===== src/dmem_pkg.sv =====
/*
 * Shared definitions for the strided data memory:
 *   word and address widths
 *   data_t and address_t vector types
 *   req_sel_t requester select
 *   ctrl_state_t burst sequencer states
 */

package dmem_pkg;

	localparam int DATA_WIDTH = 32;		// Memory word
	localparam int ADDR_WIDTH = 10;		// Length, stride, base and address

	typedef logic [DATA_WIDTH-1:0] data_t;
	typedef logic [ADDR_WIDTH-1:0] address_t;

	// 0 selects requester 1, 1 selects requester 2
	typedef logic [0:0] req_sel_t;

	typedef enum logic [1:0] {
		IDLE,		// Waiting for a request
		GRANT,		// Grant issued, start pulse to the AGU
		RUN			// AGU walking the burst
	} ctrl_state_t;

endpackage


===== src/access_if.sv =====
/*
 * Burst interface between the control module and one address generator:
 *   configuration, start pulse and stall from control
 *   element address, request and last flag back from the generator
 */

`timescale 1ns/1ps

interface access_if;
	import dmem_pkg::*;

	logic		set_run;	// One-cycle start
	address_t	length;		// Held during the burst
	address_t	stride;
	address_t	base;
	logic		stall;		// Freezes the walk

	address_t	address;	// Current element
	logic		req;		// Element issued this cycle
	logic		last;		// Final element, with req

	modport ctrl (
		output set_run, length, stride, base, stall,
		input address, req, last
	);

	modport agu (
		input set_run, length, stride, base, stall,
		output address, req, last
	);

endinterface


===== src/stride_agu.sv =====
/*
 * Strided address generator.
 * Walks length elements from base by stride, modulo DEPTH,
 * one element per unstalled cycle, and flags the last one.
 */

`timescale 1ns/1ps

module stride_agu #(
	parameter int DEPTH = 256
) (
	input logic		clock,
	input logic		reset,
	access_if.agu	acc
);
	import dmem_pkg::*;

	localparam address_t ADDR_MASK = address_t'(DEPTH - 1);

	logic		active;		// Burst in progress
	address_t	remain;		// Elements still to issue
	address_t	addr_q;

	assign acc.req		= active & ~acc.stall;
	assign acc.last		= acc.req & (remain == address_t'(1));
	assign acc.address	= addr_q;

	//////////////////////////////////////////////////////////////////////
	// Burst control
	//////////////////////////////////////////////////////////////////////

	always_ff @(posedge clock) begin
		if (reset) begin
			active <= 1'b0;
			remain <= '0;
		end else if (acc.set_run) begin
			active <= 1'b1;
			remain <= (acc.length == '0) ? address_t'(1) : acc.length;	// Zero means one
		end else if (acc.req) begin
			remain <= remain - address_t'(1);
			if (acc.last) begin
				active <= 1'b0;
			end
		end
	end

	//////////////////////////////////////////////////////////////////////
	// Address walk
	//////////////////////////////////////////////////////////////////////

	always_ff @(posedge clock) begin
		if (acc.set_run) begin
			addr_q <= acc.base & ADDR_MASK;
		end else if (acc.req) begin
			addr_q <= (addr_q + acc.stride) & ADDR_MASK;	// Wraps at DEPTH
		end
	end

endmodule


===== src/flat_wrapper.sv =====
// flat-port wrapper written by rule: the top's interface ports become plain ports
module stride_agu_flat import dmem_pkg::*;
#(
	parameter int DEPTH = 256
)
  (clock, reset, acc_set_run, acc_length, acc_stride, acc_base, acc_stall, acc_address, acc_req, acc_last);
  access_if acc_i ();
  input logic clock;
  input logic reset;
  input wire logic [$bits(acc_i.set_run)-1:0] acc_set_run;
  input wire logic [$bits(acc_i.length)-1:0] acc_length;
  input wire logic [$bits(acc_i.stride)-1:0] acc_stride;
  input wire logic [$bits(acc_i.base)-1:0] acc_base;
  input wire logic [$bits(acc_i.stall)-1:0] acc_stall;
  output wire logic [$bits(acc_i.address)-1:0] acc_address;
  output wire logic [$bits(acc_i.req)-1:0] acc_req;
  output wire logic [$bits(acc_i.last)-1:0] acc_last;
  assign acc_i.set_run = acc_set_run;
  assign acc_i.length = acc_length;
  assign acc_i.stride = acc_stride;
  assign acc_i.base = acc_base;
  assign acc_i.stall = acc_stall;
  assign acc_address = acc_i.address;
  assign acc_req = acc_i.req;
  assign acc_last = acc_i.last;
  stride_agu #(.DEPTH(DEPTH)) u_core (.clock(clock), .reset(reset), .acc(acc_i));
endmodule

===== config.mk =====
export PLATFORM = sky130hd
export DESIGN_NAME = stride_agu_flat
export DESIGN_NICKNAME = d
export VERILOG_FILES = /design/src/dmem_pkg.sv /design/src/access_if.sv /design/src/stride_agu.sv /design/src/flat_wrapper.sv
export SDC_FILE = /design/constraint.sdc
export NUM_CORES = 1
export LEC_CHECK = 0
export BUFFER_PORTS_ARGS = -buffer_cell sky130_fd_sc_hd__buf_2
export CAP_MARGIN = 25
export CORE_ASPECT_RATIO = 1.75
export CORE_MARGIN = 2
export CORE_UTILIZATION = 55
export CTS_BUF_LIST = sky130_fd_sc_hd__clkbuf_8
export CTS_CLUSTER_SIZE = 40
export DETAILED_ROUTE_END_ITERATION = 10
export GPL_TIMING_DRIVEN = 0
export PLACE_DENSITY = 0.89
export SLEW_MARGIN = 10
export SYNTH_ARGS = -nofsm -noshare
export SYNTH_HDL_FRONTEND = slang
export SYNTH_SLANG_ARGS = --single-unit
export TNS_END_PERCENT = 5

===== constraint.sdc =====
create_clock -name clock -period 3.4 [get_ports clock]
set_input_delay 0.17 -clock clock [delete_from_list [all_inputs] [get_ports clock]]
set_output_delay 0.17 -clock clock [all_outputs]
set_load 0.02 [all_outputs]

After elaboration in Yosys (flattened, before gate mapping)

Index checks and enable logic that the tools add are counted.

Multiplexer cells: 8
Reductions and logical operators: 4
Bitwise gates (word level): 3
Equality and inequality tests: 1
Add/sub/neg operators: 2

Operators with widths:

| operator                | count |
|---|---|
| $mux W10                | 3 |
| $mux W8                 | 2 |
| $eq A10 B1 Y1 const B   | 1 |
| $logic_not A10 Y1       | 1 |
| $sub A10 B1 Y10 const B | 1 |
| $add A8 B8 Y8           | 1 |
| $reduce_bool A2 Y1      | 2 |
| $mux W1                 | 3 |
| $and A1 B1 Y1           | 2 |
| $reduce_and A2 Y1       | 1 |
| $not A1 Y1              | 1 |

Output and inout port bits: 12
Input port bits: 34
Bits in registers: 19

Logic depth before layout (Yosys ltp)

Gate-level depths: netlist (run 1).

Word-level depth: 6
Gate-level depth with buffers: 8
Depth with buffers taken out: 8

Worst setup path after synthesis (run 1)

OpenSTA, ideal clock, no wires.

Path type: register to register
Start: register u_core.addr_q[2], in the netlist u_core.acc.address[2]
End: register u_core.addr_q[7], in the netlist u_core.acc.address[7] (data pin)
Buffers on the path: 0
Path slack: 1518 ps
Setup time: 260 ps
Arrival: 1622 ps
Cell stages (with the launch flop): 7
Path through: edfxtp_1 ha_1 a21oi_1 a21oi_1 and3b_1 xnor2_1 mux2_2

Longest elaborated chain between the ends: 3

Ends and longest elaborated chain:

| element                | RTL line         | RTL |
|---|---|---|
| start, declared        | stride_agu.sv:22 | `address_t addr_q;` |
| start signal, assigned | stride_agu.sv:53 | `addr_q <= acc.base & ADDR_MASK;` |
| start signal, assigned | stride_agu.sv:55 | `addr_q <= (addr_q + acc.stride) & ADDR_MASK;` |
| $add A8 B8 Y8          | stride_agu.sv:55 |  |
| $mux W8                | stride_agu.sv:54 | `end else if (acc.req) begin` |
| $mux W8                | stride_agu.sv:52 | `if (acc.set_run) begin` |

Every way passes these cells. The select of a mux whose other input is x is not followed.
A chain may end at the register's enable or synchronous reset.

Final worst setup path (run 1)

Ends and elaborated chain as after synthesis.

==> flow_summary_export.csv, run 1 <==
group,metric,value,unit
layout,syn_to_final_growth,21.2,%
layout,drive_above_1_share,0.298,
synthesis,async_flop_share,0,
synthesis,syn_area_per_cell,9.46,µm²
power,p_comb_frac,0.337,
worst_setup_path,path_max_fanout,4,
placement,globalplace.congestion,0.773,
synthesis,synth.top_cell.area_share,0.185,
synthesis,synth_largest_area_cell,"edfxtp_1",
cts,root_buffer,"clkbuf_8",
detailed_routing,route.vias.total,1140,
synthesis,ys_warn_count,0,
detailed_routing,wl_met2,1540,µm
placement,dp_slack,1.49,ns
sta,setup_viol,0,
floorplan,die_h,68.2,µm
cts,cts_tree,"yes",
sta,hold_viol_final,0,
power,pwr-share-seq,0.437,
cts,hold_buffers,0,
power,internal_power,0.450,mW
worst_setup_path,reg2reg_to,"u_core.acc.address[7]",
global_routing,gr-total-overflow,0,
sta,tns,0,ns
synthesis,syn_inst,137,
sta,relSlewSlack,0.597,
detailed_routing,drc,0,
worst_setup_path,reg2reg_depth,6,
cts,htree_levels,1,
layout,antenna_cells,0,
cts,cts.sinks,19,
global_routing,grt_pass1_wl,4240,µm
detailed_routing,top_layer,"met4",
synthesis,synth_edf_count,8,
synthesis,synth_seq_cells,19,
sta,rsz0062_at_grt,"false",
floorplan,dieArea,0.00278,mm²
sta,hold-worst-slack,0.163,ns
hold_path,min_from,"acc_length[8]",
detailed_routing,wl_per_cell,13.4,µm
cts,cts_buffers,3,
worst_setup_path,cp_data_required_time,3.41,ns
worst_setup_path,r2r_start,"u_core.acc.address[2]",
detailed_routing,drtPass1Iterations,4,
cts,clk_path_buf_depth,2,
power,powerDensity,421,mW/mm²
power,cellLeakagePower,0.701,nW
global_routing,grt_pass1_vias,1139,
global_routing,antenna_found_initial,0,
floorplan,io_pins,46,
cts,clk_pin_slew,0.07,ns
sta,min_period,1.91,ns
synthesis,syn_area,0.00130,mm²
cts,post_cts_resized,0,
detailed_routing,routed-wl-met3,114,µm
layout,fin_cells,206,
floorplan,dieWidth,40.7,µm
worst_setup_path,startpoint_type,"flip-flop",
synthesis,synth_cell_type_count,41,
global_routing,grt_max_degree,11,
detailed_routing,ant_nets,0,
placement,hpwl,2270,µm
worst_setup_path,end_kind,"flip-flop",
power,peakVddDrop,0.385,mV
job,max-cap-violations,0,
synthesis,synth_area_leaders,"edfxtp_1 (19%), dfxtp_1 (17%), ha_1 (8.7%)",
synthesis,synth.most_common_cell,"nor2_1",
placement,dpl.cell_count,202,
synthesis,synth_seq_area_share,0.355,
detailed_routing,vias_per_cell,5.53,
power,switching_share,0.320,
floorplan,rows,23,
sta,fin_skew,0.00296,ns
worst_setup_path,cp.arrival,1.91,ns
worst_setup_path,crit_start,"u_core.acc.address[2]",
floorplan,design.core.area,0.00227,mm²
cts,clkLatencyLatePin,0.25,ns
floorplan,initial_core_util,0.570,
hold_path,hold_depth,3,
synthesis,synthFlopType,"dfxtp_1",
detailed_routing,wl_met1,1040,µm
cts,post_cts_buffers,0,
layout,nets,226,
sta,report.final.slew_viol_count,0,
detailed_routing,drt_wl_total,2760,µm
power,clkPwrFrac,0.226,
power,p_switching,0.211,mW
sta,worst_slew_pin_slew,0.604,ns
sta,period_share,0.561,
sta,setup_slack,1.49,ns
run_status,outcome,"completed",
global_routing,track_usage,0.224,
hold_path,hold_path.class,"in2reg",
detailed_routing,drt_first_iter_violations,18,
sta,timing.fmax,524,MHz
synthesis,synth_commonest_cells,"nor2_1 (16), dfxtp_1 (11), xnor2_1 (10)",
placement,numPortBuffers,39,
worst_setup_path,criticalPathCategory,"reg2reg",
worst_setup_path,reg2reg_slack,1.49,ns
hold_path,min_to,"u_core.remain[8]",
[logic make-up after synthesis]
group | count (synthesis) | synth area share
xor gates and xnor gates | 13 | 0.0878
DFF | 19 | 0.355
muxes | 10 | 0.0792
adders and majority gates | 10 | 0.102
other | 1 | 0.00289
AOI/OAI and AO/OA | 22 | 0.108
buffers and inverters | 12 | 0.0415
and+or+nand+nor | 50 | 0.223
[layer usage]
metal,GRT usage,vias up
li1,-,572
met1,0.194,528
met2,0.433,35
met3,0.0227,5
met4,0.142,0
met5,0,-
[placed cells by master, fill, tap and decap left out, types with 3 or more instances in the layout]
cell type,synthesis,routed
a21oi_1,6,6
buf_2,1,40
clkbuf_8,0,3
dfxtp_1,11,11
edfxtp_1,8,8
ha_1,9,9
inv_1,5,6
mux2i_1,8,8
nand2_1,8,8
nand3_1,5,5
nand4_1,4,4
nor2_1,16,16
nor2b_1,3,3
o21ai_0,4,4
xnor2_1,10,10
xor2_1,3,3
[cell type report]
type | instances | area [µm²]
sequential | 19 | 460
tap | 25 | 31.3
multi-input combinational | 107 | 786
inverter | 5 | 18.8
timing repair buffer | 39 | 195
clock buffer | 3 | 41.3
clock inverter | 1 | 3.75
buffer | 7 | 35.0
fill | 187 | 702
[power groups by stage]
stage,registers (mW),logic (mW),clock network [mW]
6_report,0.289,0.223,0.149
5_1_grt,0.292,0.247,0.163
4_1_cts,0.289,0.225,0.153
3_5_place_dp,0.294,0.222,0
3_3_place_gp,0.291,0.213,0
2_1_floorplan,0.310,0.141,0
[flip-flops by register name (all words and copies together) (netlist names)]
signal / count
u_core.remain: 10
u_core.acc.address: 8
u_core.active: 1
[how the worst max path moves through the flow]
stage | endpoint | slack (ns) | cells after the start
global placement | u_core.acc.address[7] | 1.54 | 6
floorplan | u_core.acc.address[7] | 1.52 | 6
finish | u_core.acc.address[7] | 1.49 | 6
CTS | u_core.acc.address[7] | 1.49 | 6
global route | u_core.acc.address[6] | 1.42 | 8
detailed placement | u_core.acc.address[7] | 1.49 | 6
[metrics by stage]
stage	area (µm²)	utilization	total power [mW]
final	1570	0.691	0.661
after global routing	1570	0.691	0.702
after CTS	1570	0.691	0.667
after detailed placement	1530	0.671	0.516
after global placement	1530	0.671	0.504
after floorplan	1300	-	0.450
[worst max-delay path: stages, from the launching register on]
cell and delay (ns):
edfxtp_1 0.39, ha_1 0.36, a21oi_1 0.23, a21oi_1 0.10, and3b_1 0.24, xnor2_1 0.08
mux2_2 0.26
Power figures use the tool's default switching activity.
==> inputs of run 2 (changes only) <==
--- a/config.mk
+++ b/config.mk
@@ -9,12 +9,12 @@
 export CAP_MARGIN = 25
 export CORE_ASPECT_RATIO = 1.75
 export CORE_MARGIN = 2
-export CORE_UTILIZATION = 55
+export CORE_UTILIZATION = 46
 export CTS_BUF_LIST = sky130_fd_sc_hd__clkbuf_8
 export CTS_CLUSTER_SIZE = 40
 export DETAILED_ROUTE_END_ITERATION = 10
 export GPL_TIMING_DRIVEN = 0
-export PLACE_DENSITY = 0.89
+export PLACE_DENSITY = 0.8
 export SLEW_MARGIN = 10
 export SYNTH_ARGS = -nofsm -noshare
 export SYNTH_HDL_FRONTEND = slang
==> constraint.sdc (replaced) <==
create_clock -name clock -period 1.65 [get_ports clock]
set_input_delay 0.0825 -clock clock [delete_from_list [all_inputs] [get_ports clock]]
set_output_delay 0.0825 -clock clock [all_outputs]
set_load 0.02 [all_outputs]
==> flow_summary_export.csv, run 2 (synthesized netlist as in run 1, its figures left out) <==
group,metric,value,unit
cts,hold_buffers,0,
sta,hold_viol_final,0,
power,switching_share,0.330,
sta,hold-worst-slack,0.0740,ns
power,powerDensity,871,mW/mm²
hold_path,hold_depth,3,
global_routing,track_usage,0.197,
sta,setup_viol,4,
placement,numPortBuffers,39,
floorplan,dieWidth,44.1,µm
global_routing,antenna_found_initial,0,
sta,relSlewSlack,0.605,
layout,fillers,223,
placement,dp_slack,-0.165,ns
worst_setup_path,startpoint_type,"flip-flop",
sta,worst_slew_pin_slew,0.593,ns
cts,cts.sinks,19,
floorplan,dieArea,0.00327,mm²
power,peakVddDrop,0.585,mV
power,p_comb_frac,0.359,
power,clkPwrFrac,0.227,
layout,drive_above_1_share,0.372,
floorplan,initial_core_util,0.482,
floorplan,die_h,74.2,µm
cts,cts_buffers,3,
worst_setup_path,cp_data_required_time,1.67,ns
job,max-cap-violations,0,
run_status,outcome,"finished with violations",
worst_setup_path,reg2reg_depth,6,
layout,final_common_cell,"buf_2",
cts,root_buffer,"clkbuf_8",
worst_setup_path,reg2reg_slack,-0.13,ns
cts,clkLatencyLatePin,0.26,ns
detailed_routing,drt_first_iter_violations,24,
layout,layout_common_cells,"buf_2 (39), nor2_1 (16), dfxtp_1 (11)",
worst_setup_path,criticalPathCategory,"reg2reg",
cts,htree_levels,1,
global_routing,grt_pass1_wl,4820,µm
detailed_routing,drtPass1Iterations,4,
sta,report.final.slew_viol_count,0,
placement,dpl.cell_count,204,
worst_setup_path,path_max_fanout,4,
layout,fin_cells,210,
power,cellLeakagePower,0.712,nW
sta,period_share,1.08,
cts,clk_path_buf_depth,2,
detailed_routing,route.vias.total,1173,
global_routing,gr-total-overflow,0,
hold_path,hold_path.class,"in2reg",
detailed_routing,wl_per_cell,14.4,µm
global_routing,grt_max_degree,12,
cts,clk_pin_slew,0.08,ns
sta,rsz0062_at_grt,"true",
layout,post-route-util,0.624,
run_status,violations,"negative setup slack",
placement,globalplace.congestion,0.858,
layout,final_area,0.00168,mm²
floorplan,io_pins,46,
cts,cts_tree,"yes",
hold_path,min_to,"u_core.remain[2]",
floorplan,rows,25,
detailed_routing,vias_per_cell,5.59,
worst_setup_path,cp.arrival,1.80,ns
worst_setup_path,reg2reg_to,"u_core.acc.address[7]",
detailed_routing,drc,0,
layout,largest_register_ffs,10,
sta,fin_skew,0.00308,ns
floorplan,design.core.area,0.00269,mm²
layout,syn_to_final_growth,29.5,%
detailed_routing,ant_nets,0,
power,pwr-share-seq,0.414,
worst_setup_path,end_kind,"flip-flop",
sta,setup_slack,-0.132,ns
hold_path,min_from,"acc_length[2]",
sta,min_period,1.78,ns
power,internal_power,0.979,mW
layout,regMostFlops,"u_core.remain",
sta,timing.fmax,561,MHz
layout,nets,228,
placement,dpl_cell_area,0.00160,mm²
power,p_switching,0.482,mW
global_routing,grt_pass1_vias,1225,
worst_setup_path,r2r_start,"u_core.acc.address[2]",
placement,hpwl,2270,µm
detailed_routing,drt_wl_total,3030,µm
layout,antenna_cells,0,
-- run 2: worst max-delay path by stage --
stage	from	endpoint	slack, ns
after floorplan	u_core.acc.address[2]	u_core.acc.address[7]	-0.17
after global placement	u_core.acc.address[2]	u_core.acc.address[7]	-0.13
after detailed placement	u_core.acc.address[0]	u_core.acc.address[6]	-0.17
after CTS	u_core.acc.address[0]	u_core.acc.address[6]	-0.16
after global routing	u_core.acc.address[0]	u_core.acc.address[6]	-0.28
final	u_core.acc.address[2]	u_core.acc.address[7]	-0.13
-- run 2: final cells by class --
class	count	area [µm²]	share of cell area
tap	27	33.8	0.0201
clock inverter	1	5.00	0.00298
multi-input combinational	107	872	0.519
buffer	7	35.0	0.0209
timing repair buffer	41	213	0.127
inverter	5	18.8	0.0112
clock buffer	3	41.3	0.0246
sequential	19	460	0.274
-- run 2: critical path: stages (launching register included) --
cell and delay, ns:
edfxtp_1 0.43, ha_4 0.32, nand3_1 0.10, a21oi_1 0.13, and3b_1 0.20, xnor2_1 0.12
mux2_2 0.25
-- run 2: stage by stage --
| stage | power, mW | TNS [ns] |
|---|---|---|
| after floorplan | 0.963 | -0.498 |
| after global placement | 1.09 | -0.275 |
| after detailed placement | 1.11 | -0.402 |
| after CTS | 1.46 | -0.459 |
| after global routing | 1.54 | -0.857 |
| final | 1.46 | -0.360 |
-- run 2: timing repair --
item	in CTS	in global routing
pin swaps	8	4
gates cloned	0	0
endpoints found under the setup margin	5	6
gates resized for setup	5	2
buffers inserted	2	0
-- run 2: power by group through the flow --
stage	clock network [mW]	registers (mW)	logic [mW]
after floorplan	0	0.647	0.316
after global placement	0	0.611	0.476
after detailed placement	0	0.614	0.494
after CTS	0.339	0.605	0.520
after global routing	0.352	0.610	0.576
final	0.332	0.605	0.524
-- run 2: per-layer routing --
layer	global-route usage	share of wire	up-vias	wire, µm
li1	-	-	577	-
met1	0.187	0.37	552	1130
met4	0.114	0.019	0	59
met5	0	0	-	0
met2	0.391	0.57	37	1720
met3	0.0146	0.039	7	119
