===== src/dmem_pkg.sv =====
/*
 * Shared definitions for the strided data memory:
 *   word and address widths
 *   data_t and address_t vector types
 *   req_sel_t requester select
 *   ctrl_state_t burst sequencer states
 */

package dmem_pkg;

	localparam int DATA_WIDTH = 32;		// Memory word
	localparam int ADDR_WIDTH = 10;		// Length, stride, base and address

	typedef logic [DATA_WIDTH-1:0] data_t;
	typedef logic [ADDR_WIDTH-1:0] address_t;

	// 0 selects requester 1, 1 selects requester 2
	typedef logic [0:0] req_sel_t;

	typedef enum logic [1:0] {
		IDLE,		// Waiting for a request
		GRANT,		// Grant issued, start pulse to the AGU
		RUN			// AGU walking the burst
	} ctrl_state_t;

endpackage


===== src/access_if.sv =====
/*
 * Burst interface between the control module and one address generator:
 *   configuration, start pulse and stall from control
 *   element address, request and last flag back from the generator
 */

`timescale 1ns/1ps

interface access_if;
	import dmem_pkg::*;

	logic		set_run;	// One-cycle start
	address_t	length;		// Held during the burst
	address_t	stride;
	address_t	base;
	logic		stall;		// Freezes the walk

	address_t	address;	// Current element
	logic		req;		// Element issued this cycle
	logic		last;		// Final element, with req

	modport ctrl (
		output set_run, length, stride, base, stall,
		input address, req, last
	);

	modport agu (
		input set_run, length, stride, base, stall,
		output address, req, last
	);

endinterface


===== src/dmem_ctrl.sv =====
/*
 * Data memory control.
 *   per-direction round-robin between two requesters
 *   burst sequencer (IDLE, GRANT, RUN) and configuration capture
 *   stall gating from the global stall and the granted valid
 *   store data steering and load data / strobe return
 */

`timescale 1ns/1ps

module dmem_ctrl (
	input logic					clock,
	input logic					reset,
	input logic					stall,
	input logic					st_req1,
	input logic					st_req2,
	input logic					st_valid1,
	input logic					st_valid2,
	input dmem_pkg::address_t	st_length1,
	input dmem_pkg::address_t	st_stride1,
	input dmem_pkg::address_t	st_base1,
	input dmem_pkg::address_t	st_length2,
	input dmem_pkg::address_t	st_stride2,
	input dmem_pkg::address_t	st_base2,
	input dmem_pkg::data_t		st_data1,
	input dmem_pkg::data_t		st_data2,
	input logic					ld_req1,
	input logic					ld_req2,
	input logic					ld_valid1,
	input logic					ld_valid2,
	input dmem_pkg::address_t	ld_length1,
	input dmem_pkg::address_t	ld_stride1,
	input dmem_pkg::address_t	ld_base1,
	input dmem_pkg::address_t	ld_length2,
	input dmem_pkg::address_t	ld_stride2,
	input dmem_pkg::address_t	ld_base2,
	input dmem_pkg::data_t		rd_data,
	access_if.ctrl				st_acc,
	access_if.ctrl				ld_acc,
	output logic				wr_en,
	output dmem_pkg::address_t	wr_addr,
	output dmem_pkg::data_t		wr_data,
	output logic				rd_en,
	output dmem_pkg::address_t	rd_addr,
	output logic				st_grant1,
	output logic				st_grant2,
	output logic				ld_grant1,
	output logic				ld_grant2,
	output dmem_pkg::data_t		ld_data1,
	output dmem_pkg::data_t		ld_data2,
	output logic				ld_data_vld1,
	output logic				ld_data_vld2
);
	import dmem_pkg::*;

	// Index 0 is the store direction, index 1 the load direction
	ctrl_state_t	state [2];
	req_sel_t		sel [2];	// Current or last granted requester
	req_sel_t		win [2];	// Arbitration result
	logic [1:0]		req_1;
	logic [1:0]		req_2;
	logic [1:0]		busy;
	logic [1:0]		done;
	logic			rd_vld_q;	// Read issued last cycle
	logic			ld_last_q;	// Final read issued last cycle

	assign req_1	= {ld_req1, st_req1};
	assign req_2	= {ld_req2, st_req2};
	assign done		= {ld_last_q, st_acc.last};	// Loads end after the final strobe

	//////////////////////////////////////////////////////////////////////
	// Arbitration and sequencers
	//////////////////////////////////////////////////////////////////////

	always_comb begin
		for (int d = 0; d < 2; d++) begin
			win[d]	= (req_1[d] & req_2[d]) ? ~sel[d] : req_sel_t'(req_2[d]);
			busy[d]	= (state[d] != IDLE);
		end
	end

	always_ff @(posedge clock) begin
		if (reset) begin
			for (int d = 0; d < 2; d++) begin
				state[d]	<= IDLE;
				sel[d]		<= req_sel_t'(1);	// Requester 1 wins the first tie
			end
		end else begin
			for (int d = 0; d < 2; d++) begin
				case (state[d])
					IDLE: begin
						if (req_1[d] | req_2[d]) begin
							sel[d]		<= win[d];
							state[d]	<= GRANT;
						end
					end
					GRANT:		state[d] <= RUN;
					RUN: begin
						if (done[d]) begin
							state[d] <= IDLE;
						end
					end
					default:	state[d] <= IDLE;
				endcase
			end
		end
	end

	// Configuration of the winner, captured at the grant edge
	always_ff @(posedge clock) begin
		if (!busy[0]) begin
			st_acc.length	<= win[0] ? st_length2 : st_length1;
			st_acc.stride	<= win[0] ? st_stride2 : st_stride1;
			st_acc.base		<= win[0] ? st_base2 : st_base1;
		end
		if (!busy[1]) begin
			ld_acc.length	<= win[1] ? ld_length2 : ld_length1;
			ld_acc.stride	<= win[1] ? ld_stride2 : ld_stride1;
			ld_acc.base		<= win[1] ? ld_base2 : ld_base1;
		end
	end

	always_ff @(posedge clock) begin
		if (reset) begin
			rd_vld_q	<= 1'b0;
			ld_last_q	<= 1'b0;
		end else begin
			rd_vld_q	<= ld_acc.req;
			ld_last_q	<= ld_acc.last;
		end
	end

	//////////////////////////////////////////////////////////////////////
	// Grants, stall gating and data steering
	//////////////////////////////////////////////////////////////////////

	assign st_grant1	= busy[0] & (sel[0] == 1'b0);
	assign st_grant2	= busy[0] & (sel[0] == 1'b1);
	assign ld_grant1	= busy[1] & (sel[1] == 1'b0);
	assign ld_grant2	= busy[1] & (sel[1] == 1'b1);

	assign st_acc.set_run	= (state[0] == GRANT);
	assign ld_acc.set_run	= (state[1] == GRANT);
	assign st_acc.stall		= stall | ~(sel[0] ? st_valid2 : st_valid1);
	assign ld_acc.stall		= stall | ~(sel[1] ? ld_valid2 : ld_valid1);

	assign wr_en	= st_acc.req;
	assign wr_addr	= st_acc.address;
	assign wr_data	= sel[0] ? st_data2 : st_data1;
	assign rd_en	= ld_acc.req;
	assign rd_addr	= ld_acc.address;

	assign ld_data_vld1	= rd_vld_q & ld_grant1;
	assign ld_data_vld2	= rd_vld_q & ld_grant2;
	assign ld_data1		= ld_grant1 ? rd_data : '0;	// Idle port reads zero
	assign ld_data2		= ld_grant2 ? rd_data : '0;

endmodule


===== src/flat_wrapper.sv =====
// flat-port wrapper written by rule: the top's interface ports become plain ports
module dmem_ctrl_flat import dmem_pkg::*;
  (clock, reset, stall, st_req1, st_req2, st_valid1, st_valid2, st_length1, st_stride1, st_base1, st_length2, st_stride2, st_base2, st_data1, st_data2, ld_req1, ld_req2, ld_valid1, ld_valid2, ld_length1, ld_stride1, ld_base1, ld_length2, ld_stride2, ld_base2, rd_data, wr_en, wr_addr, wr_data, rd_en, rd_addr, st_grant1, st_grant2, ld_grant1, ld_grant2, ld_data1, ld_data2, ld_data_vld1, ld_data_vld2, st_acc_set_run, st_acc_length, st_acc_stride, st_acc_base, st_acc_stall, st_acc_address, st_acc_req, st_acc_last, ld_acc_set_run, ld_acc_length, ld_acc_stride, ld_acc_base, ld_acc_stall, ld_acc_address, ld_acc_req, ld_acc_last);
  access_if st_acc_i ();
  access_if ld_acc_i ();
  input logic clock;
  input logic reset;
  input logic stall;
  input logic st_req1;
  input logic st_req2;
  input logic st_valid1;
  input logic st_valid2;
  input dmem_pkg::address_t st_length1;
  input dmem_pkg::address_t st_stride1;
  input dmem_pkg::address_t st_base1;
  input dmem_pkg::address_t st_length2;
  input dmem_pkg::address_t st_stride2;
  input dmem_pkg::address_t st_base2;
  input dmem_pkg::data_t st_data1;
  input dmem_pkg::data_t st_data2;
  input logic ld_req1;
  input logic ld_req2;
  input logic ld_valid1;
  input logic ld_valid2;
  input dmem_pkg::address_t ld_length1;
  input dmem_pkg::address_t ld_stride1;
  input dmem_pkg::address_t ld_base1;
  input dmem_pkg::address_t ld_length2;
  input dmem_pkg::address_t ld_stride2;
  input dmem_pkg::address_t ld_base2;
  input dmem_pkg::data_t rd_data;
  output logic wr_en;
  output dmem_pkg::address_t wr_addr;
  output dmem_pkg::data_t wr_data;
  output logic rd_en;
  output dmem_pkg::address_t rd_addr;
  output logic st_grant1;
  output logic st_grant2;
  output logic ld_grant1;
  output logic ld_grant2;
  output dmem_pkg::data_t ld_data1;
  output dmem_pkg::data_t ld_data2;
  output logic ld_data_vld1;
  output logic ld_data_vld2;
  output wire logic [$bits(st_acc_i.set_run)-1:0] st_acc_set_run;
  output wire logic [$bits(st_acc_i.length)-1:0] st_acc_length;
  output wire logic [$bits(st_acc_i.stride)-1:0] st_acc_stride;
  output wire logic [$bits(st_acc_i.base)-1:0] st_acc_base;
  output wire logic [$bits(st_acc_i.stall)-1:0] st_acc_stall;
  input wire logic [$bits(st_acc_i.address)-1:0] st_acc_address;
  input wire logic [$bits(st_acc_i.req)-1:0] st_acc_req;
  input wire logic [$bits(st_acc_i.last)-1:0] st_acc_last;
  output wire logic [$bits(ld_acc_i.set_run)-1:0] ld_acc_set_run;
  output wire logic [$bits(ld_acc_i.length)-1:0] ld_acc_length;
  output wire logic [$bits(ld_acc_i.stride)-1:0] ld_acc_stride;
  output wire logic [$bits(ld_acc_i.base)-1:0] ld_acc_base;
  output wire logic [$bits(ld_acc_i.stall)-1:0] ld_acc_stall;
  input wire logic [$bits(ld_acc_i.address)-1:0] ld_acc_address;
  input wire logic [$bits(ld_acc_i.req)-1:0] ld_acc_req;
  input wire logic [$bits(ld_acc_i.last)-1:0] ld_acc_last;
  assign st_acc_set_run = st_acc_i.set_run;
  assign st_acc_length = st_acc_i.length;
  assign st_acc_stride = st_acc_i.stride;
  assign st_acc_base = st_acc_i.base;
  assign st_acc_stall = st_acc_i.stall;
  assign st_acc_i.address = st_acc_address;
  assign st_acc_i.req = st_acc_req;
  assign st_acc_i.last = st_acc_last;
  assign ld_acc_set_run = ld_acc_i.set_run;
  assign ld_acc_length = ld_acc_i.length;
  assign ld_acc_stride = ld_acc_i.stride;
  assign ld_acc_base = ld_acc_i.base;
  assign ld_acc_stall = ld_acc_i.stall;
  assign ld_acc_i.address = ld_acc_address;
  assign ld_acc_i.req = ld_acc_req;
  assign ld_acc_i.last = ld_acc_last;
  dmem_ctrl u_core (.clock(clock), .reset(reset), .stall(stall), .st_req1(st_req1), .st_req2(st_req2), .st_valid1(st_valid1), .st_valid2(st_valid2), .st_length1(st_length1), .st_stride1(st_stride1), .st_base1(st_base1), .st_length2(st_length2), .st_stride2(st_stride2), .st_base2(st_base2), .st_data1(st_data1), .st_data2(st_data2), .ld_req1(ld_req1), .ld_req2(ld_req2), .ld_valid1(ld_valid1), .ld_valid2(ld_valid2), .ld_length1(ld_length1), .ld_stride1(ld_stride1), .ld_base1(ld_base1), .ld_length2(ld_length2), .ld_stride2(ld_stride2), .ld_base2(ld_base2), .rd_data(rd_data), .st_acc(st_acc_i), .ld_acc(ld_acc_i), .wr_en(wr_en), .wr_addr(wr_addr), .wr_data(wr_data), .rd_en(rd_en), .rd_addr(rd_addr), .st_grant1(st_grant1), .st_grant2(st_grant2), .ld_grant1(ld_grant1), .ld_grant2(ld_grant2), .ld_data1(ld_data1), .ld_data2(ld_data2), .ld_data_vld1(ld_data_vld1), .ld_data_vld2(ld_data_vld2));
endmodule

===== config.mk =====
export PLATFORM = sky130hd
export DESIGN_NAME = dmem_ctrl_flat
export DESIGN_NICKNAME = d
export VERILOG_FILES = /design/src/dmem_pkg.sv /design/src/access_if.sv /design/src/dmem_ctrl.sv /design/src/flat_wrapper.sv
export SDC_FILE = /design/constraint.sdc
export NUM_CORES = 1
export LEC_CHECK = 0
export BUFFER_PORTS_ARGS = -buffer_cell sky130_fd_sc_hd__clkbuf_2
export CORE_AREA = 5 5 169 171
export CTS_CLUSTER_SIZE = 16
export DETAILED_ROUTE_END_ITERATION = 10
export DIE_AREA = 0 0 174 176
export GPL_TIMING_DRIVEN = 0
export HOLD_SLACK_MARGIN = 0.1
export PLACE_DENSITY = 0.4
export SETUP_SLACK_MARGIN = 0.02
export SYNTH_ARGS = -nofsm -noshare
export SYNTH_HDL_FRONTEND = slang
export SYNTH_SLANG_ARGS = --single-unit

===== constraint.sdc =====
create_clock -name clock -period 7.5 [get_ports clock]
set_clock_uncertainty 0.15 [all_clocks]
set_input_delay 1.5 -clock clock [delete_from_list [all_inputs] [get_ports clock]]
set_output_delay 1.5 -clock clock [all_outputs]
set_load 0.01 [all_outputs]

## Word-level counts from Yosys, hierarchy flattened

Memory sizes are Yosys's and may differ from the RTL's.
Cells that the tools add are included.

| storage, ports and cells | value |
|---|---|
| bits in registers | 62 |
| RAM bits | 6 |
| input bits | 251 |
| output and inout bits | 188 |
| logic and storage cells | 99 |
| memories | 2 |

| operators by class | value |
|---|---|
| equal/unequal tests | 4 |
| muxes and demuxes | 53 |
| bitwise operators | 26 |
| reduce and logical (&&, ||, !) cells | 6 |

Memory list:

| name | depth | width | read ports | clocked after Yosys merged registers in | wr ports | line | text |
|---|---|---|---|---|---|---|---|
| u_core.state | 2 | 2 | 2 | 0 | 2 | dmem_ctrl.sv:57 | `ctrl_state_t state [2];` |
| u_core.sel | 2 | 1 | 2 | 0 | 2 | dmem_ctrl.sv:58 | `req_sel_t sel [2];` |

Operator list:

| kind | count |
|---|---|
| two-way mux 32 bit | 3 |
| two-way mux 10 bit | 6 |
| two-way mux 1 bit | 36 |
| two-way mux 2 bit | 8 |
| bitwise OR 1 bit | 14 |
| bitwise AND 1 bit | 8 |
| OR reduction 3 bit | 2 |
| equality test 2 x 1 -> 1 bit, second input constant | 2 |
| equality test 2 bit, second input constant | 2 |
| zero test 2 bit | 2 |
| inverter 1 bit | 4 |
| nonzero test 2 bit | 2 |

## Logic depth before layout (Yosys ltp)

| depth | value |
|---|---|
| depth after elaboration | 9 |
| mapped depth | 4 |
| depth with buffers taken out | 3 |

## Worst setup path before layout

OpenSTA, ideal clock, no wires.

| timing path | value |
|---|---|
| path kind | register to output |
| start | memory u_core.state[0][1] in the netlist's numbering |
| end | output port st_grant2 |
| arrival time | 2.021 ns |
| data required time | 5.850 ns |
| setup slack | 3.829 ns |
| stages on the path, launching flop included | 3 |
| buffers on the path | 0 |
| cells stage by stage | edfxtp_1 nor2_1 nor2b_1 |

RTL lines:

| what | line | text |
|---|---|---|
| from (decl) | dmem_ctrl.sv:57 |  |
| to (decl) | flat_wrapper.sv:38 | `output logic st_grant2;` |

==> metrics <==
Starting DRT DRC Count 76; Unique masters post-synth 24; CTS Buf Count 9; Ys Warns 0; Net count, final around 1,000; crit-path max FO 33; Leak 3.53 nW; Inst Count DP 1,060; EDFF count, synth 65; area of the mapped netlist approximately 4100 sq um; Worst Setup End Kind primary output; DRT Pass-1 Iters 4; Die ar. 30,600 sq um; crit start category flop; #FFs+latches synth slightly below 70; Hold Fails Final Rpt 0; max-capacitance violation count 0; syn_nets around 550; Post-route DRC 0; power per cell area about 220 nW/um^2; slew of the pin with the lowest slew margin about 1.0 ns; IO Port Bufs about 420; area share of the largest cell type after synthesis 47.5%; wire length of the first global-routing pass about 24,000 um; initial antenna violation count 0; clk sinks between 60 and 70; leading area contributor after synthesis edfxtp_1; final cell count without fillers between 1,000 and 1,500; Psw 0.000503 W; Initial Util 15.4%; site row count 60; Clock Pin Slew Worst Setup and Hold Paths around 0.060 ns; Seq/Total Area, Yosys slightly below 50%; vias in the first global route between 4,000 and 5,000; Primary FF master, synth edfxtp_1; Final Cycle Share roughly 52%; Avg Cell Area, Syn 13.7 sq um; Worst-Skew Late Latency 0.34 ns; most numerous cell in the Yosys netlist and2_1; status completed; Global Route Usage Sum just over 10%; layout cells sized above 1 between 70% and 80%; Hold WC Path Type flop to flop; fraction of registers with async set/reset 0%; largest net degree at the start of global routing 34; clock share of power between 20% and 30%; Synth top cells by count and2_1 (66), edfxtp_1 (65), mux2_2 (63); vias about 3,800; Int Pwr 0.00106 W; GRT overflow 0; via/cell ratio about 3.6; Sw Share approximately a third; core area 26,700 sq um; CTS root buf clkbuf_16; Post-Route WL about 17,000 um; RSZ-0062 raised after global routing no; Gate power share 36.0%; RePlAce Congestion about 0.79; Die X about 170 um; Worst Hold Slack 0.480 ns; H-tree depth 3; Post-CTS Resized 0; hpwl dp ~14,000 um; Fmax 0.255 GHz; # IOs around 440; Final ANT Viol Nets 0; Peak VDD IR roughly 0.000098 V; Critical Path RT ~5.9 ns; register share of total power 36.3%; Area Overhead vs Synth 68.9%; Pins Over Slew Limit 0; CP arrival 2.27 ns; Power Total 0.00156 W; WS Path Type flop to primary output; CTS tree done; Max clock buf depth 2; # setup viols final 0; Mapped Cells around 300; Rel. slew slack roughly a third; crit path time final 3.92 ns; Diodes inserted 0; postcts setup bufs 0; top post-synthesis cells by area edfxtp_1 (47%), mux2_2 (17%), mux2_4 (11%); Post-CTS Hold Buffers 0; Die Y between 150 and 200 um; per-cell routed wire length between 15 and 20 um; Fin Setup TNS 0 ns
[worst paths after layout]
| check | start | end | slack (ns) | cells after the start |
|---|---|---|---|---|
| worst max-delay path | u_core.state[1][1]$_DFFE_PP_ | ld_data1[18] | 3.58 | 5 |
| worst min-delay path | u_core.ld_last_q$_SDFF_PP0_ | u_core.state[1][1]$_DFFE_PP_ | 0.48 | 2 |
| worst max register to register | u_core.state[1][1]$_DFFE_PP_ | u_core.sel[0][1]$_SDFFCE_PN1P_ | 5.01 | 3 |
| worst min register to register | u_core.ld_last_q$_SDFF_PP0_ | u_core.state[1][1]$_DFFE_PP_ | 0.48 | 2 |
[stage by stage]
stage | utilization [%] | setup WS [ns] | instance area, sq um
floorplan | - | 3.83 | 4110
global placement | 24.8 | 2.72 | 6630
detailed placement | 24.9 | 3.71 | 6650
CTS | 26.0 | 3.44 | 6950
global route | 26.0 | 3.33 | 6950
finish | 26.0 | 3.58 | 6950
[cells in the final DEF, fill, tap and decap left out]
cell and instances:
edfxtp_1 65, clkinvlp_4 3, nor2_1 4, a211o_1 2
clkinv_4 1, nor2_4 3, mux2_2 63, nor3_1 2
clkinv_1 1, o21ai_1 1, mux2_4 29, buf_6 6
clkbuf_1 4, a21oi_1 1, clkbuf_2 419, clkbuf_16 9
nand2_1 2, buf_4 24, dfxtp_1 3, a21boi_4 2
nand2b_1 2, buf_12 1, or2_2 2, nor2b_1 9
buf_2 4, and2_1 66, bufinv_16 1, nor2b_4 1
o21ai_0 3, mux2i_1 2
[power groups by stage]
stage                     logic [W]  clock network [W]  registers [W]
after floorplan            0.000244                  0       0.000617
after global placement     0.000569                  0       0.000576
after detailed placement   0.000577                  0       0.000575
after CTS                  0.000579           0.000456       0.000568
after global routing       0.000613           0.000470       0.000576
final                      0.000560           0.000433       0.000565
[routing by layer]
layer,up-vias,GRT usage (%),share of wire [%]
met2,228,18.0,50
met5,-,0,0
li1,1913,-,-
met4,0,2.18,0.78
met3,8,4.60,10
met1,1694,11.4,39
[critical path, cell delays in order (launching register included)]
cell      delay, ns
edfxtp_1       0.46
nor2_4         0.80
nor2_4         0.10
clkbuf_1       0.23
and2_1         0.20
clkbuf_2       0.12
[registers in the layout (all words and copies together) (netlist names), 2 cells and up]
name                  count
u_core.sel                2
u_core.state              4
u_core.ld_acc.base       10
u_core.st_acc.base       10
u_core.st_acc.stride     10
u_core.ld_acc.length     10
u_core.ld_acc.stride     10
u_core.st_acc.length     10
[cells by family after synthesis]
logic type             count (synthesis)  synth area share [%]
AOI/OAI and AO/OA                      9                  1.95
DFF                                   68                  48.9
muxes                                 94                  28.3
and+or+nand+nor                       91                  13.8
buffers and inverters                 39                  7.03
[final cells by class]
class / instances / area, sq um
Timing Repair Buffer: 418 / 2110
Buffer: 39 / 289
Clock buffer: 10 / 229
Multi-Input combinational cell: 194 / 1820
Clock inverter: 6 / 65.1
Tap cell: 341 / 427
Fill cell: 2894 / 19800
Sequential cell: 68 / 2010
Note: power is estimated with default switching activity, not from simulation.
